[src/verilog/route_sel_pkg.sv]
package route_sel_pkg;

    // state of the one-entry input slot
    // empty means upstream holds the credit
    typedef enum logic {
        slot_empty = 1'b0,
        slot_full  = 1'b1
    } slot_state_t;

    // outcome of one slot decision
    // forward sends the flit on the picked port
    // reject drops a flit whose candidate mask is empty
    typedef enum logic {
        verdict_forward = 1'b0,
        verdict_reject  = 1'b1
    } verdict_t;

    // input width of one carry-sum block
    // every block reduces seven bits to a sum bit and three carries
    localparam int CS_GROUP = 7;

    // widest port count the two-level counter can handle
    // (15,4) is the top form kept here
    localparam int MAX_PORTS = 15;

endpackage
[src/verilog/adaptive_port_selector.sv]
`timescale 1ns/1ps

module adaptive_port_selector import route_sel_pkg::*; #(
    parameter int NUM_PORTS    = 8,
    parameter int DATA_WIDTH   = 32,
    parameter int BUFFER_DEPTH = 4
) (
    input  logic                               clk,
    input  logic                               reset,
    // upstream side
    input  logic                               in_valid,
    input  logic [DATA_WIDTH-1:0]              in_data,
    input  logic [NUM_PORTS-1:0]               in_candidates,
    output logic                               in_credit,
    // downstream side
    output logic [NUM_PORTS-1:0]               out_valid,
    output logic [DATA_WIDTH-1:0]              out_data,
    output logic [$clog2(NUM_PORTS+1)-1:0]     out_choices,
    input  logic [NUM_PORTS-1:0]               out_credit,
    output logic                               reject
);

    localparam int CNT_W = $clog2(NUM_PORTS + 1);
    localparam int OCC_W = $clog2(BUFFER_DEPTH + 1);

    generate
        if (NUM_PORTS < 2 || NUM_PORTS > MAX_PORTS) begin : g_range_check
            $error("adaptive_port_selector needs 2 to %0d ports", MAX_PORTS);
        end
    endgenerate

    logic [NUM_PORTS-1:0]             has_credit;
    logic [NUM_PORTS-1:0][OCC_W-1:0]  occupancy;
    logic [NUM_PORTS-1:0]             grant;
    logic [NUM_PORTS-1:0]             slot_candidates;
    logic [NUM_PORTS-1:0]             eligible;
    logic [CNT_W-1:0]                 candidate_count;
    logic [NUM_PORTS-1:0]             min_ports;

    // per-port downstream credits
    credit_tracker #(
        .NUM_PORTS    (NUM_PORTS),
        .BUFFER_DEPTH (BUFFER_DEPTH)
    ) u_credit_tracker (
        .clk        (clk),
        .reset      (reset),
        .grant      (grant),
        .out_credit (out_credit),
        .has_credit (has_credit),
        .occupancy  (occupancy)
    );

    // number of candidates in the slot
    carry_sum_counter #(
        .NUM_PORTS (NUM_PORTS)
    ) u_carry_sum_counter (
        .in_bits (slot_candidates),
        .count   (candidate_count)
    );

    // least occupied eligible ports
    min_occupancy_finder #(
        .NUM_PORTS    (NUM_PORTS),
        .BUFFER_DEPTH (BUFFER_DEPTH)
    ) u_min_occupancy_finder (
        .occupancy (occupancy),
        .eligible  (eligible),
        .min_ports (min_ports)
    );

    // slot FSM and output registers
    port_decision #(
        .NUM_PORTS  (NUM_PORTS),
        .DATA_WIDTH (DATA_WIDTH)
    ) u_port_decision (
        .clk             (clk),
        .reset           (reset),
        .in_valid        (in_valid),
        .in_data         (in_data),
        .in_candidates   (in_candidates),
        .has_credit      (has_credit),
        .candidate_count (candidate_count),
        .min_ports       (min_ports),
        .slot_candidates (slot_candidates),
        .eligible        (eligible),
        .grant           (grant),
        .out_valid       (out_valid),
        .out_data        (out_data),
        .out_choices     (out_choices),
        .in_credit       (in_credit),
        .reject          (reject)
    );

endmodule

[src/verilog/port_decision.sv]
`timescale 1ns/1ps

module port_decision import route_sel_pkg::*; #(
    parameter int NUM_PORTS  = 8,
    parameter int DATA_WIDTH = 32
) (
    input  logic                               clk,
    input  logic                               reset,
    // upstream flit
    input  logic                               in_valid,
    input  logic [DATA_WIDTH-1:0]              in_data,
    input  logic [NUM_PORTS-1:0]               in_candidates,
    // state from the tracker, counter and finder
    input  logic [NUM_PORTS-1:0]               has_credit,
    input  logic [$clog2(NUM_PORTS+1)-1:0]     candidate_count,
    input  logic [NUM_PORTS-1:0]               min_ports,
    // slot contents out to the counter and finder
    output logic [NUM_PORTS-1:0]               slot_candidates,
    output logic [NUM_PORTS-1:0]               eligible,
    output logic [NUM_PORTS-1:0]               grant,
    // registered results
    output logic [NUM_PORTS-1:0]               out_valid,
    output logic [DATA_WIDTH-1:0]              out_data,
    output logic [$clog2(NUM_PORTS+1)-1:0]     out_choices,
    output logic                               in_credit,
    output logic                               reject
);

    slot_state_t           state;
    verdict_t              verdict_next;
    verdict_t              verdict_q;
    logic                  fire_q;
    logic                  take;
    logic [DATA_WIDTH-1:0] slot_data;
    logic [NUM_PORTS-1:0]  pick;

    // candidates that can accept a flit right now
    assign eligible = slot_candidates & has_credit;

    // no candidates at all means the flit is dropped
    assign verdict_next = (candidate_count == '0) ? verdict_reject : verdict_forward;

    // slot resolves on reject or once some candidate has credit
    // otherwise the flit waits for a returned credit
    assign take = (state == slot_full) &&
                  ((verdict_next == verdict_reject) || (min_ports != '0));

    // lowest set bit of the minimum vector
    assign pick = min_ports & (~min_ports + 1'b1);

    assign grant = (take && verdict_next == verdict_forward) ? pick : '0;

    always_ff @(posedge clk) begin
        if (reset) begin
            state     <= slot_empty;
            fire_q    <= 1'b0;
            verdict_q <= verdict_forward;
            out_valid <= '0;
        end else begin
            // one-cycle pulse for each decision
            fire_q    <= take;
            out_valid <= grant;
            if (take) begin
                verdict_q <= verdict_next;
            end
            unique case (state)
                slot_empty: begin
                    if (in_valid) begin
                        state <= slot_full;
                    end
                end
                slot_full: begin
                    if (take) begin
                        state <= slot_empty;
                    end
                end
                default: state <= slot_empty;
            endcase
        end
    end

    // slot payload and output data
    always_ff @(posedge clk) begin
        if (in_valid && state == slot_empty) begin
            slot_data       <= in_data;
            slot_candidates <= in_candidates;
        end
        if (take) begin
            out_data    <= slot_data;
            out_choices <= candidate_count;
        end
    end

    // slot freed on every decision, forward or reject
    assign in_credit = fire_q;
    assign reject    = fire_q && (verdict_q == verdict_reject);

endmodule

[src/verilog/min_occupancy_finder.sv]
`timescale 1ns/1ps

module min_occupancy_finder #(
    parameter int NUM_PORTS    = 8,
    parameter int BUFFER_DEPTH = 4
) (
    input  logic [NUM_PORTS-1:0][$clog2(BUFFER_DEPTH+1)-1:0]    occupancy,
    input  logic [NUM_PORTS-1:0]                                eligible,
    output logic [NUM_PORTS-1:0]                                min_ports
);

    localparam int OCC_W = $clog2(BUFFER_DEPTH + 1);
    // one extra msb so an ineligible port ranks above any real value
    localparam int KEY_W = OCC_W + 1;

    logic [KEY_W-1:0]     key  [NUM_PORTS];
    // row i holds port i against all the others
    logic [NUM_PORTS-2:0] comp [NUM_PORTS];

    genvar i, j;
    generate
        for (i = 0; i < NUM_PORTS; i++) begin : g_key
            // ineligible ports look full
            assign key[i] = eligible[i] ? {1'b0, occupancy[i]} : {KEY_W{1'b1}};
        end

        for (i = 0; i < NUM_PORTS; i++) begin : g_row
            for (j = 0; j < NUM_PORTS - 1; j++) begin : g_col
                if (i > j) begin : g_lower
                    // mirror of the upper entry, strict so equal keys favour the lower port
                    assign comp[i][j] = ~(key[j] <= key[i]);
                end else begin : g_upper
                    // port i against port j+1
                    assign comp[i][j] = (key[i] <= key[j + 1]);
                end
            end
            // a port wins only if no other port beats it
            // masking keeps the result empty when nothing is eligible
            assign min_ports[i] = eligible[i] & (&comp[i]);
        end
    endgenerate

endmodule

[src/verilog/credit_tracker.sv]
`timescale 1ns/1ps

module credit_tracker #(
    parameter int NUM_PORTS    = 8,
    parameter int BUFFER_DEPTH = 4
) (
    input  logic                                                clk,
    input  logic                                                reset,
    // one-hot send pulse from the slot decision
    input  logic [NUM_PORTS-1:0]                                grant,
    // credit return pulses from downstream
    input  logic [NUM_PORTS-1:0]                                out_credit,
    output logic [NUM_PORTS-1:0]                                has_credit,
    output logic [NUM_PORTS-1:0][$clog2(BUFFER_DEPTH+1)-1:0]    occupancy
);

    localparam int CRED_W = $clog2(BUFFER_DEPTH + 1);
    localparam logic [CRED_W-1:0] FULL_CREDIT = CRED_W'(BUFFER_DEPTH);

    // free downstream slots per port
    logic [CRED_W-1:0] credits [NUM_PORTS];

    always_ff @(posedge clk) begin
        for (int p = 0; p < NUM_PORTS; p++) begin
            if (reset) begin
                // every downstream buffer starts empty
                credits[p] <= FULL_CREDIT;
            end else if (grant[p] && !out_credit[p]) begin
                // flit sent, one slot taken
                // saturate at zero so a stray grant cannot wrap
                if (credits[p] != '0) begin
                    credits[p] <= credits[p] - 1'b1;
                end
            end else if (out_credit[p] && !grant[p]) begin
                // slot freed downstream
                if (credits[p] != FULL_CREDIT) begin
                    credits[p] <= credits[p] + 1'b1;
                end
            end
            // grant and return together cancel out
        end
    end

    always_comb begin
        for (int p = 0; p < NUM_PORTS; p++) begin
            // port may take a flit while any slot is free
            has_credit[p] = (credits[p] != '0);
            // flits held downstream
            occupancy[p]  = FULL_CREDIT - credits[p];
        end
    end

endmodule

[src/verilog/carry_sum_counter.sv]
`timescale 1ns/1ps

module carry_sum_counter import route_sel_pkg::*; #(
    parameter int NUM_PORTS = 8
) (
    input  logic [NUM_PORTS-1:0]               in_bits,
    output logic [$clog2(NUM_PORTS+1)-1:0]     count
);

    localparam int CNT_W = $clog2(NUM_PORTS + 1);
    // pad to 7 bits for the (7,3) form, else to 15 for (15,4)
    localparam int PAD_W = (NUM_PORTS < 8) ? CS_GROUP : 2 * CS_GROUP + 1;
    localparam int PC_W  = (NUM_PORTS < 8) ? 3 : 4;

    // one carry-sum block
    // returns {a, b, c, s}, with popcount = s + 2 * (a + b + c)
    function automatic logic [3:0] cs_gen(input logic [CS_GROUP-1:0] grp);
        logic [2:0] j1;
        logic [1:0] j2;
        logic       s;
        logic       a;
        logic       b;
        logic       c;
        // low four bits and high three bits counted apart
        j1 = 3'(grp[0]) + 3'(grp[1]) + 3'(grp[2]) + 3'(grp[3]);
        j2 = 2'(grp[4]) + 2'(grp[5]) + 2'(grp[6]);
        // parity of the whole group
        s = j1[0] ^ j2[0];
        // at least two ones in each half
        a = (j1 > 3'd1);
        b = (j2 > 2'd1);
        // four ones low, or both halves odd
        c = (j1 == 3'd4) | (j1[0] & j2[0]);
        return {a, b, c, s};
    endfunction

    logic [PAD_W-1:0] padded;
    logic [PC_W-1:0]  pc_out;

    // zero extend the mask up to the block width
    assign padded = PAD_W'(in_bits);

    generate
        if (NUM_PORTS < 2 || NUM_PORTS > MAX_PORTS) begin : g_range_check
            $error("carry_sum_counter supports 2 to %0d inputs", MAX_PORTS);
        end

        if (PAD_W == CS_GROUP) begin : g_pc7
            logic [3:0] cs;
            assign cs          = cs_gen(padded);
            // sum bit is the lsb directly
            assign pc_out[0]   = cs[0];
            // carries weigh two each
            assign pc_out[2:1] = 2'(cs[3]) + 2'(cs[2]) + 2'(cs[1]);
        end else begin : g_pc15
            logic [3:0] cs0;
            logic [3:0] cs1;
            logic [3:0] cs2;
            logic [1:0] low_sum;
            // two first-stage blocks over bits 0..13
            assign cs0         = cs_gen(padded[6:0]);
            assign cs1         = cs_gen(padded[13:7]);
            // bit 14 and both sum bits give the lsb plus one more carry
            assign low_sum     = 2'(padded[14]) + 2'(cs0[0]) + 2'(cs1[0]);
            assign pc_out[0]   = low_sum[0];
            // second stage folds the seven carries, a (7,3) count
            assign cs2         = cs_gen({cs0[3:1], cs1[3:1], low_sum[1]});
            assign pc_out[1]   = cs2[0];
            assign pc_out[3:2] = 2'(cs2[3]) + 2'(cs2[2]) + 2'(cs2[1]);
        end
    endgenerate

    // upper counter bits are always zero for narrow masks
    assign count = pc_out[CNT_W-1:0];

endmodule

[config.mk]
export PLATFORM = sky130hd
export DESIGN_NAME = adaptive_port_selector
export DESIGN_NICKNAME = d
export VERILOG_FILES = /design/src/verilog/route_sel_pkg.sv /design/src/verilog/adaptive_port_selector.sv /design/src/verilog/port_decision.sv /design/src/verilog/min_occupancy_finder.sv /design/src/verilog/credit_tracker.sv /design/src/verilog/carry_sum_counter.sv
export SDC_FILE = /design/constraint.sdc
export NUM_CORES = 1
export LEC_CHECK = 0
export CAP_MARGIN = 20
export CELL_PAD_IN_SITES_DETAIL_PLACEMENT = 0
export CELL_PAD_IN_SITES_GLOBAL_PLACEMENT = 1
export CORE_ASPECT_RATIO = 0.5
export CORE_MARGIN = 5
export CORE_UTILIZATION = 51
export CTS_CLUSTER_SIZE = 20
export DETAILED_ROUTE_END_ITERATION = 6
export DONT_BUFFER_PORTS = 1
export PLACE_DENSITY = 0.9
export SKIP_LAST_GASP = 1
export SYNTH_ARGS = -nofsm -noshare
export SYNTH_HDL_FRONTEND = slang
export SYNTH_SLANG_ARGS = --single-unit
[constraint.sdc]
create_clock -name clk -period 7.3 [get_ports clk]
set_input_delay 1.095 -clock clk [delete_from_list [all_inputs] [get_ports clk]]
set_output_delay 1.095 -clock clk [all_outputs]
set_load 0.05 [all_outputs]
==> reports/qor.yml <==
p_leak_nw: 2.873
dp_hpwl_um: 14310
rsz0062_at_grt: "no"
fin_crit_sh_pct: 78.03
clkSinkCount: 111
ys_ff_latch: 111
antenna_found_initial: 0
cts_hold_buf: 0
fin_crit_ns: 5.696
startpoint_type: "flip-flop"
cts_root_buffer: "clkbuf_16"
fp-row-count: 30
synthTopCellsByArea: "edfxtp_1 42%, ha_1 12%, inv_1 3.1%, dfxtp_1 3.1%, a21oi_1 2.3%"
rr_startpoint: "u_credit_tracker.credits[0][3]"
syn_nets: 784
portBuffers: 0
core-area_um2: 13630
ant_nets: 0
grt_usage_pct: 22.51
nets: 766
cpMostUsedCell: "ha_1"
synth_most_common_cell: "edfxtp_1"
first_pass_iters: 7
routabilityCongestion: 0.9842
finalSetupTns_ns: 0
setup_violations: 0
synth_top_area_share_pct: 42.13
status: "complete, but fails checks"
slew_headroom_pct: 25.22
overflow: 0
worstHoldEndpoint: "u_port_decision.out_data[2]"
fmax_mhz: 175.6
fin_worst_skew_ns: 0.01270
cts_setup_buffers: 0
violations: "DRC"
dp_cells: 824
synth-async-reset-ratio_pct: 0
min_from: "u_port_decision.slot_data[2]"
worstSetupPathType: "flip-flop to flip-flop"
drc_errors: 1
fp.dieH_um: 93.60
grt_max_degree: 42
wl_per_cell_um: 22.89
cp.arrival_ns: 5.66
hold_viol_final: 0
worst_pin_slew_ns: 1.119
drt_iter0_drc: 643
cts_tree: "built"
synth_area_um2: 7128
vias: 5318
start_util_pct: 52.31
numCtsBuffers: 9
synth_ff_type: "edfxtp_1"
slowest_stage: "a21boi_4"
netlist_top_cells_count: "100 x edfxtp_1, 68 x ha_1, 59 x inv_1, 33 x a21oi_1, 32 x nand2_1"
htree_levels: 3
grt_pass1_vias: 4892
cts-resized-gates: 0
synth_area_per_cell_um2: 10.78
r2r_setup_slack_ns: 1.60
slew_violations: 0
synth_cell_type_count: 86
netlist_instances: 661
dieArea_um2: 16580
r2r_cells: 14
r2r_end: "u_port_decision.out_data[29]"
die_x_um: 177.2
pin_count: 97
hold_class: "flip-flop to flip-flop"
synth_enable_flop_cells: 100
clk_pin_slew_ns: 0.08
cp_data_required_time_ns: 7.27
worstSkewPairLatency_ns: 0.35
yosysSeqAreaShare_pct: 45.22
instances_no_fill: 840
num_antenna_cells: 0
drv.max_cap_violation_count: 0
vias_per_cell: 6.331
slowest_delay_ns: 0.89
path_cells: "inv_1, ha_1, ha_1, nor2b_1, nand2_1, ha_1, inv_1, o21ai_0, a221o_1, a2111oi_0, and4b_1, o211ai_2, and3_1, a21boi_4"
yosys.area.top_type: "edfxtp_1"
whs_path_depth: 0
endpoint_kind: "flip-flop"
ir_worst_vdd_mv: 0.1120
power_density_nw_per_um2: 294.9
yosysWarningCount: 0
cp_max_fo: 36
clock_tree.buffer_depth: 2
grt_pass1_wl_um: 28540
wl_um: 19230
area_growth_pct: 5.915
drive_gt1_share_pct: 7.099
## worst max-delay path, delay by kind of cell, from the launching register on
kind                     cells  cell delay [ns]
AND/OR/NAND/NOR              4             1.56
adder cells (fa/ha/maj)      3             0.88
buffers and inverters        2             0.17
flip-flops                   1             0.65
AO/OA/AOI/OAI                5             2.01
## routing by layer
layer  wire, um  share of wire [%]  GRT usage, %  up-vias
li1           -                  -             -     2454
met1       8500                 44         31.12     2533
met5          0                  0             0        -
met3       2090                 11         5.937       33
met2       8321                 43         35.05      298
met4        316                1.6         6.435        0
## state kept, by name, summed over array words and instances, names as in the netlist
register and flops:
u_port_decision.state 1, u_port_decision.in_credit 1, u_port_decision.out_data 32, u_port_decision.slot_candidates 8, u_port_decision.verdict_q 1, u_port_decision.out_choices 4
u_port_decision.out_valid 8, u_port_decision.slot_data 32, u_credit_tracker.credits 24
## cell usage in the layout, fill, tap and decap left out, drive strengths merged, types with 4 or more instances in the layout
cell type  Yosys  layout
a211oi         4       4
a21boi         6       6
a21o           6       6
a21oi         33      33
a22oi          5       5
a31oi          8       8
and3           4       4
clkbuf        18      10
clkinv         3       4
dfxtp         11      11
edfxtp       100     100
fa             4       4
ha            68      68
inv           63      66
maj3           8       8
nand2         32      32
nand2b        25      25
nand3         15      15
nand3b         6       6
nor2          23      23
nor2b         15      15
nor3          16      16
nor3b         14      14
nor4           8       8
o2111ai        7       7
o211a          4       4
o211ai         8       8
o21ai         29      29
o22ai         12      12
o32a           4       4
or3            8       8
or3b           6       6
or4            7       7
xnor2          7       7
xor2           4       4
## where the power goes
group          switching [W]  internal, W
Combinational       0.000462     0.000242
Sequential          0.000192     0.000821
Clock               0.000235     0.000273
## cell families (layout without fill, tap and decap cells)
logic type | after synthesis | in the layout | share of synthesized area (%)
AOI/OAI and AO/OA | 166 | 166 | 16.52
xor gates and xnor gates | 11 | 11 | 1.352
adders and majority gates | 80 | 80 | 14.18
buffers and inverters | 95 | 82 | 5.494
DFF | 111 | 111 | 45.22
muxes | 4 | 4 | 0.5968
and+or+nand+nor | 194 | 194 | 16.64
## layout make-up
cell class / instances / area [um^2]
Multi-Input combinational cell: 455 / 3532
Clock buffer: 10 / 229.0
Sequential cell: 111 / 3223
Fill cell: 1133 / 6076
Clock inverter: 6 / 77.57
Inverter: 66 / 247.7
Tap cell: 192 / 240.2
## how the worst max path moves through the flow
stage / from / end / slack [ns] / depth (start not counted)
after floorplan: u_credit_tracker.credits[0][3] / u_port_decision.out_choices[0] / 1.83 / 16
after global placement: u_credit_tracker.credits[0][3] / u_port_decision.out_data[18] / 1.87 / 14
after detailed placement: u_credit_tracker.credits[0][9] / u_port_decision.out_data[25] / 1.82 / 14
after CTS: u_credit_tracker.credits[0][3] / u_port_decision.out_data[24] / 1.80 / 14
after global routing: u_credit_tracker.credits[0][3] / u_port_decision.out_choices[3] / 1.43 / 14
final: u_credit_tracker.credits[0][3] / u_port_decision.out_data[29] / 1.60 / 14
## per-stage QoR
step	setup slack, ns	power, W	utilization, %	instance area, um^2	hold slack [ns]
final	1.604	0.002226	55.41	7550	0.4147
after global routing	1.426	0.002337	55.41	7550	0.4214
after CTS	1.797	0.002223	55.41	7550	0.4178
after detailed placement	1.818	0.001715	53.16	7243	0.4045
after global placement	1.871	0.001695	53.16	7243	0.4009
after floorplan	1.834	0.001524	-	7128	0.4003
Power figures use the tool's default switching activity.
